[config.mk]
export PLATFORM = sky130hd
export DESIGN_NAME = neighbor_fetch_top
export DESIGN_NICKNAME = d
export VERILOG_FILES = /design/src/graph_req_pkg.sv /design/src/bank_stream_pkg.sv /design/src/neighbor_req_queue.sv /design/src/neighbor_sram.sv /design/src/neighbor_bank_cntl.sv /design/src/neighbor_fetch_top.sv
export VERILOG_INCLUDE_DIRS = /design/src /design/src/src
export SDC_FILE = /design/constraint.sdc
export NUM_CORES = 2
export LEC_CHECK = 0
export BUFFER_PORTS_ARGS = -buffer_cell sky130_fd_sc_hd__buf_2
export CORE_ASPECT_RATIO = 0.7
export CORE_MARGIN = 2
export CORE_UTILIZATION = 35
export CTS_CLUSTER_DIAMETER = 80
export DETAILED_ROUTE_END_ITERATION = 8
export SYNTH_ARGS = -nofsm -noshare
export SYNTH_HDL_FRONTEND = slang
export SYNTH_HIERARCHICAL = 1
export SYNTH_SLANG_ARGS = --single-unit
[constraint.sdc]
create_clock -name clk -period 8.1 [get_ports clk]
set_clock_uncertainty 0.2 [all_clocks]
set_input_delay 1.62 -clock clk [delete_from_list [all_inputs] [get_ports clk]]
set_output_delay 1.62 -clock clk [all_outputs]
set_load 0.01 [all_outputs]
[src/neighbor_settings.svh]
`ifndef NEIGHBOR_SETTINGS_SVH
`define NEIGHBOR_SETTINGS_SVH

// one neighbor id, two of them per bank word.
`define NEIGHBOR_ID_W 16
`define NEIGHBOR_DATA_W (2 * `NEIGHBOR_ID_W)

`define BANK_ROWS 64
`define ROW_ADDR_W $clog2(`BANK_ROWS)

`define MAX_DEGREE 31
`define DEGREE_W $clog2(`MAX_DEGREE + 1)

`define NUM_EDGE_PE 4
`define PE_TAG_W $clog2(`NUM_EDGE_PE)

// row in the upper bits, degree in the lower.
`define BANK_ADDR_W (`ROW_ADDR_W + `DEGREE_W)

`define REQ_DEPTH 4

`endif

[src/graph_req_pkg.sv]
`include "neighbor_settings.svh"

package graph_req_pkg;

    typedef struct packed {
        logic [`ROW_ADDR_W-1:0] row;    // first bank row of the list.
        logic [`DEGREE_W-1:0]   degree; // neighbor count.
    } bank_field_t;

    // requester hands over a flat word, controller reads the fields.
    typedef union packed {
        logic [`BANK_ADDR_W-1:0] raw;
        bank_field_t             field;
    } bank_addr_t;

    typedef struct packed {
        logic                 valid;
        bank_addr_t           bank_addr;
        logic [`PE_TAG_W-1:0] pe_tag;
    } fetch_req_t;

    // beats per request, two neighbors per beat and never fewer than one.
    function automatic logic [`DEGREE_W-1:0] beat_count(
        input logic [`DEGREE_W-1:0] degree
    );
        logic [`DEGREE_W:0] rounded;
        logic               is_zero;
        rounded = {1'b0, degree} + {{`DEGREE_W{1'b0}}, 1'b1};
        is_zero = (degree == '0);
        return rounded[`DEGREE_W:1] | {{(`DEGREE_W-1){1'b0}}, is_zero};
    endfunction

endpackage

[src/bank_stream_pkg.sv]
`include "neighbor_settings.svh"

package bank_stream_pkg;

    typedef struct packed {
        logic                   cen; // read enable.
        logic [`ROW_ADDR_W-1:0] a;
    } sram_port_t;

    // one beat per bank row toward the edge PEs.
    typedef struct packed {
        logic                        valid;
        logic                        sos;    // first beat of a list.
        logic                        eos;    // last beat of a list.
        logic [`PE_TAG_W-1:0]        pe_tag;
        logic [`DEGREE_W-1:0]        degree;
        logic [`NEIGHBOR_DATA_W-1:0] data;
    } edge_beat_t;

endpackage

[src/neighbor_req_queue.sv]
`timescale 1ns/1ns
`include "neighbor_settings.svh"

module neighbor_req_queue #(
    parameter int DEPTH = `REQ_DEPTH
) (
    input  logic                     clk,
    input  logic                     reset,
    input  graph_req_pkg::fetch_req_t fetch_req,
    input  logic                     pop,
    output graph_req_pkg::fetch_req_t head,
    output logic                     req_full
);

    localparam int PTR_W = (DEPTH > 1) ? $clog2(DEPTH) : 1;
    localparam int CNT_W = $clog2(DEPTH + 1);
    localparam logic [PTR_W-1:0] LAST_SLOT = PTR_W'(DEPTH - 1);
    localparam logic [PTR_W-1:0] PTR_STEP = PTR_W'(1);
    localparam logic [CNT_W-1:0] CNT_STEP = CNT_W'(1);

    graph_req_pkg::fetch_req_t mem [DEPTH];

    logic [PTR_W-1:0] wr_ptr;
    logic [PTR_W-1:0] rd_ptr;
    logic [CNT_W-1:0] count;
    logic             empty;
    logic             push;
    logic             take;

    assign empty    = (count == '0);
    assign req_full = (count == CNT_W'(DEPTH));
    assign take     = pop && !empty;
    // a full queue still accepts when the head leaves this cycle.
    assign push     = fetch_req.valid && (!req_full || take);

    always_ff @(posedge clk) begin
        if (push) begin
            mem[wr_ptr] <= fetch_req;
        end
    end

    always_ff @(posedge clk) begin
        if (reset) begin
            wr_ptr <= '0;
            rd_ptr <= '0;
            count  <= '0;
        end else begin
            if (push) begin
                wr_ptr <= (wr_ptr == LAST_SLOT) ? '0 : wr_ptr + PTR_STEP;
            end
            if (take) begin
                rd_ptr <= (rd_ptr == LAST_SLOT) ? '0 : rd_ptr + PTR_STEP;
            end
            case ({push, take})
                2'b10:   count <= count + CNT_STEP;
                2'b01:   count <= count - CNT_STEP;
                default: count <= count;
            endcase
        end
    end

    // oldest entry, flagged valid while anything is held.
    always_comb begin
        head       = mem[rd_ptr];
        head.valid = !empty;
    end

endmodule

[src/neighbor_sram.sv]
`timescale 1ns/1ns
`include "neighbor_settings.svh"

module neighbor_sram (
    input  logic                        clk,
    input  bank_stream_pkg::sram_port_t sram_port,
    input  logic                        load_en,
    input  logic [`ROW_ADDR_W-1:0]      load_addr,
    input  logic [`NEIGHBOR_DATA_W-1:0] load_data,
    output logic [`NEIGHBOR_DATA_W-1:0] rdata
);

    logic [`NEIGHBOR_DATA_W-1:0] mem [`BANK_ROWS];

    // single port, a load wins over a read in the same cycle.
    always_ff @(posedge clk) begin
        if (load_en) begin
            mem[load_addr] <= load_data;
        end else if (sram_port.cen) begin
            rdata <= mem[sram_port.a]; // held while cen is low.
        end
    end

endmodule

[src/neighbor_bank_cntl.sv]
`timescale 1ns/1ns
`include "neighbor_settings.svh"

module neighbor_bank_cntl (
    input  logic                        clk,
    input  logic                        reset,
    input  graph_req_pkg::fetch_req_t   head,
    input  logic [`NEIGHBOR_DATA_W-1:0] rdata,
    output logic                        pop,
    output bank_stream_pkg::sram_port_t sram_port,
    output bank_stream_pkg::edge_beat_t beat,
    output logic                        busy
);

    localparam logic [`DEGREE_W-1:0]   ONE_BEAT = {{(`DEGREE_W-1){1'b0}}, 1'b1};
    localparam logic [`ROW_ADDR_W-1:0] ROW_STEP = {{(`ROW_ADDR_W-1){1'b0}}, 1'b1};

    typedef enum logic {
        st_idle,
        st_stream
    } state_t;

    state_t                      state, nx_state;
    bank_stream_pkg::sram_port_t nx_port;
    logic [`ROW_ADDR_W-1:0]      row_q, nx_row;
    logic [`DEGREE_W-1:0]        left_q, nx_left;
    logic [`PE_TAG_W-1:0]        tag_q, nx_tag;
    logic [`DEGREE_W-1:0]        degree_q, nx_degree;
    logic [`DEGREE_W-1:0]        head_beats;
    logic                        rd_sos, nx_sos;
    logic                        rd_eos, nx_eos;

    // framing for the beat whose data is in the bank output register.
    logic                        beat_valid;
    logic                        beat_sos;
    logic                        beat_eos;
    logic [`PE_TAG_W-1:0]        beat_tag;
    logic [`DEGREE_W-1:0]        beat_degree;

    assign head_beats = graph_req_pkg::beat_count(head.bank_addr.field.degree);

    always_comb begin
        nx_state  = state;
        nx_row    = row_q;
        nx_left   = left_q;
        nx_tag    = tag_q;
        nx_degree = degree_q;
        nx_port   = '0;
        nx_sos    = 1'b0;
        nx_eos    = 1'b0;
        pop       = 1'b0;
        case (state)
            st_idle: begin
                if (head.valid) begin
                    pop         = 1'b1;
                    nx_port.cen = 1'b1;
                    nx_port.a   = head.bank_addr.field.row;
                    nx_sos      = 1'b1;
                    nx_eos      = (head_beats == ONE_BEAT);
                    nx_row      = head.bank_addr.field.row + ROW_STEP;
                    nx_left     = head_beats - ONE_BEAT;
                    nx_tag      = head.pe_tag;
                    nx_degree   = head.bank_addr.field.degree;
                    if (head_beats != ONE_BEAT) begin
                        nx_state = st_stream;
                    end
                end
            end
            st_stream: begin
                nx_port.cen = 1'b1;
                nx_port.a   = row_q;
                nx_eos      = (left_q == ONE_BEAT);
                nx_row      = row_q + ROW_STEP;
                nx_left     = left_q - ONE_BEAT;
                if (left_q == ONE_BEAT) begin
                    nx_state = st_idle; // next head can go out right away.
                end
            end
            default: nx_state = st_idle;
        endcase
    end

    always_ff @(posedge clk) begin
        if (reset) begin
            state      <= st_idle;
            sram_port  <= '0;
            rd_sos     <= 1'b0;
            rd_eos     <= 1'b0;
            beat_valid <= 1'b0;
            beat_sos   <= 1'b0;
            beat_eos   <= 1'b0;
        end else begin
            state      <= nx_state;
            sram_port  <= nx_port;
            rd_sos     <= nx_sos;
            rd_eos     <= nx_eos;
            beat_valid <= sram_port.cen;
            beat_sos   <= rd_sos;
            beat_eos   <= rd_eos;
        end
    end

    always_ff @(posedge clk) begin
        row_q       <= nx_row;
        left_q      <= nx_left;
        tag_q       <= nx_tag;
        degree_q    <= nx_degree;
        beat_tag    <= tag_q;
        beat_degree <= degree_q;
    end

    always_comb begin
        beat.valid  = beat_valid;
        beat.sos    = beat_sos;
        beat.eos    = beat_eos;
        beat.pe_tag = beat_tag;
        beat.degree = beat_degree;
        beat.data   = rdata; // bank output is already registered.
    end

    // low again once only the eos read is left in flight.
    assign busy = pop || (state == st_stream) || sram_port.cen;

endmodule

[src/neighbor_fetch_top.sv]
`timescale 1ns/1ns
`include "neighbor_settings.svh"

module neighbor_fetch_top (
    input  logic                        clk,
    input  logic                        reset,
    input  graph_req_pkg::fetch_req_t   fetch_req,
    output logic                        req_full,
    input  logic                        load_en,
    input  logic [`ROW_ADDR_W-1:0]      load_addr,
    input  logic [`NEIGHBOR_DATA_W-1:0] load_data,
    output bank_stream_pkg::edge_beat_t beat,
    output logic                        busy
);

    graph_req_pkg::fetch_req_t   head;
    logic                        pop;
    bank_stream_pkg::sram_port_t sram_port;
    logic [`NEIGHBOR_DATA_W-1:0] rdata;

    neighbor_req_queue #(
        .DEPTH(`REQ_DEPTH)
    ) neighbor_req_queue_i (
        .clk      (clk),
        .reset    (reset),
        .fetch_req(fetch_req),
        .pop      (pop),
        .head     (head),
        .req_full (req_full)
    );

    neighbor_sram neighbor_sram_i (
        .clk      (clk),
        .sram_port(sram_port),
        .load_en  (load_en),
        .load_addr(load_addr),
        .load_data(load_data),
        .rdata    (rdata)
    );

    neighbor_bank_cntl neighbor_bank_cntl_i (
        .clk      (clk),
        .reset    (reset),
        .head     (head),
        .rdata    (rdata),
        .pop      (pop),
        .sram_port(sram_port),
        .beat     (beat),
        .busy     (busy)
    );

endmodule

==> metrics.cfg <==
[clock_tree]
cts_sinks = 2179
cts_tree = yes
cts_max_level = 4
cts_setup_buffers = 0
path_clk_slew_ps = 70
cts_buffer_depth = 4
postCtsHoldBufs = 0
cts_buffers = 201
cts_root_buffer = clkbuf_16
cts_resized = 0
clk_latency_ps = 840

[yosys]
synth_cells = 3700
syn_nets = 3768
avgSynthCellArea_um2 = 22.4
synth.distinct_cells = 63
synth_edf_count = 2150
synth_top_family_by_area = multiplexers
post_synth_and_or_nand_nor_area_fraction = 0.0181
synth_xor_area_frac = 0.00148
async_flop_share = 0
synth_compound_area_frac = 0.0278
ys_seq_area_frac = 0.785
yosys_warnings = 6
synthAdderAreaFrac = 0.00205
synth-main-ff-cell = edfxtp_1
ys_ff_latch = 2179
syn_area_mm2 = 0.0830
synth_mux_area_frac = 0.150

[worst_setup_path]
crit_arrival_ps = 4520
critPathMaxFanout = 38
worstSetupStartpointType = register
end_kind = register
crit_type = register to register
required_ps = 8470

[floorplan]
io_pins = 99
die_width_um = 586
row_count = 149
die_y_um = 411
dieArea_mm2 = 0.241
start_util = 0.352
coreArea_mm2 = 0.236

[timing]
hold_viol = 0
slew_headroom = 0.120
worst_slew_pin_slew_ps = 1320
finalMaxSlewViolations = 0
fin_ws_ps = 3950
fin_crit_ps = 4150
setup_viol = 0
rsz0062_at_grt = no
fin_crit_sh = 0.512
fmax_mhz = 241
tns_ps = 0

[route]
wl_per_cell_um = 29.1
via_per_inst = 5.51
ant_nets = 0
dr.pass1.iters = 6
drtIter0Drc = 5652
drc = 0
totalWireLength_um = 209000
via_count = 39600

[placed_design]
pre_cts_ws_ps = 3500
gp_congestion = 0.784
placed_area_mm2 = 0.0876
hpwl_um = 115000
port_buffers = 98

[power]
p_int_mw = 19.1
p_sw_mw = 6.37
power_frac_seq = 0.503
switching_share = 0.250
pwr-share-clk = 0.351
peakVddDrop_uv = 174
power_frac_comb = 0.145
power.leakage_nw = 27.8
powerDensity_mw_per_mm2 = 272

[layout]
fin_nets = 3946
fin_util = 0.397
finalInstanceArea_mm2 = 0.0936
drive_gt1_frac = 0.276
fillerInstances = 20700
area_growth_pct = 12.8

[global_route]
grt_pass1_wl_um = 295000
antenna_found_initial = 10
grt_overflow = 0
grt_pass1_vias = 39200
grt.total_usage = 0.171
grt_max_degree = 147

[run_status]
status = complete, no violations

[job]
maxCapViolations = 0

[min_path]
min_path_type = register to register

[path summary, 6_finish.rpt]
path	from	to	slack (ps)	cells past startpoint
setup / recovery	neighbor_bank_cntl_i/sram_port[0]	neighbor_sram_i/rdata[15]	3950	6
hold / removal	neighbor_bank_cntl_i/tag_q[1]	neighbor_bank_cntl_i/beat_tag[1]	140	0
setup reg to reg	neighbor_bank_cntl_i/sram_port[0]	neighbor_sram_i/rdata[15]	3950	6
hold reg to reg	neighbor_bank_cntl_i/tag_q[1]	neighbor_bank_cntl_i/beat_tag[1]	140	0
[metal layers]
metal,GRT usage,share of wire,vias to the layer above
met4,0.0349,0.018,0
met2,0.245,0.43,1794
met1,0.268,0.46,21500
met5,0,0,-
li1,-,-,16000
met3,0.0354,0.093,263
[flip-flops by register name (all words and copies together) (netlist names), 3 cells and up, named ones only]
name                              count
neighbor_bank_cntl_i/left_q           5
neighbor_bank_cntl_i/beat_degree      5
neighbor_bank_cntl_i/row_q            6
neighbor_sram_i/mem                2048
neighbor_bank_cntl_i/sram_port        7
neighbor_bank_cntl_i/degree_q         5
neighbor_sram_i/rdata                32
neighbor_req_queue_i/count            3
neighbor_req_queue_i/mem             52
[per-stage QoR]
| stage | hold WS (ps) | power [mW] | std cells |
|---|---|---|---|
| global placement | 126 | 16.8 | 6846 |
| global route | 147 | 26.3 | 7185 |
| detailed placement | 130 | 16.8 | 6846 |
| finish | 144 | 25.5 | 7188 |
| floorplan | 123 | 15.5 | 3700 |
| CTS | 146 | 25.7 | 7185 |
[placed cells by master, fill, tap and decap left out, types with 13 or more instances in the layout]
cell	netlist	layout
o22a_1	18	18
edfxtp_1	2150	2150
buf_2	72	98
a21oi_1	49	49
o22ai_1	117	117
nand2b_1	17	16
nor2_4	0	62
a22oi_1	16	16
nor2_1	98	35
mux4_2	498	498
nor4_1	24	24
clkinv_2	0	30
mux2i_1	61	61
inv_1	13	13
buf_4	75	99
mux2_2	53	53
nand2_1	75	75
clkinv_1	1	46
nor2b_1	23	20
dfxtp_1	29	23
o21ai_0	18	18
a221oi_1	32	32
o221ai_1	40	40
clkbuf_16	0	203
nand3_1	15	14
clkbuf_1	58	39
[worst max-delay path: stages (launching register included)]
cell and delay, ps:
dfxtp_4 820, buf_4 520, buf_4 710, mux4_2 600
o22ai_1 430, nor4_1 220, o22a_1 250
[power by group through the flow]
stage                     clock network (mW)  registers, mW  logic, mW
after floorplan                            0           12.9       2.57
after detailed placement                   0           13.1       3.73
after global placement                     0           13.1       3.70
after CTS                               9.11           12.8       3.74
final                                   8.96           12.8       3.71
after global routing                    9.56           12.8       3.93
[synthesized netlist by cell type (all sizes together), types with 3 or more instances]
master / number / area share
and3: 13 / 0.0011
nor4: 24 / 0.0018
buf: 172 / 0.013
a221oi: 32 / 0.0034
mux4: 498 / 0.14
a22oi: 16 / 0.0014
o31ai: 3 / 0.00033
clkbuf: 58 / 0.0026
nor3: 6 / 0.00036
nor2b: 23 / 0.0017
nand3b: 4 / 0.00036
or3: 6 / 0.00047
nor2: 98 / 0.0044
a31oi: 12 / 0.00090
nand3: 15 / 0.00090
o22ai: 117 / 0.0088
xnor2: 9 / 0.00095
o21a: 7 / 0.00072
nand2b: 17 / 0.0013
a21oi: 49 / 0.0030
and2: 8 / 0.00066
or2: 10 / 0.00075
dfxtp: 29 / 0.0070
mux2: 53 / 0.0072
xor2: 5 / 0.00053
a2111oi: 6 / 0.00086
mux2i: 61 / 0.0074
o221ai: 40 / 0.0042
ha: 12 / 0.0018
nand2: 75 / 0.0034
o21ai: 18 / 0.0011
inv: 14 / 0.00063
edfxtp: 2150 / 0.78
o22a: 18 / 0.0019
[layout make-up]
type | instances | area [um2] | share of cell area
antenna | 3 | 7.51 | 0.0000802
tap | 3171 | 3970 | 0.0424
clock inverter | 95 | 751 | 0.00802
inverter | 15 | 56.3 | 0.000601
sequential | 2179 | 65200 | 0.696
timing repair buffer | 205 | 1390 | 0.0149
clock buffer | 244 | 5250 | 0.0561
multi-input combinational | 1276 | 17000 | 0.182
[logic make-up after synthesis]
kind of cell,after synthesis
flip-flops,2179
AO/OA/AOI/OAI,329
multiplexers,612
adder cells (fa/ha/maj),13
AND/OR/NAND/NOR,308
XOR/XNOR,14
buffers and inverters,245
No activity file was read; power rests on OpenSTA's default activity.
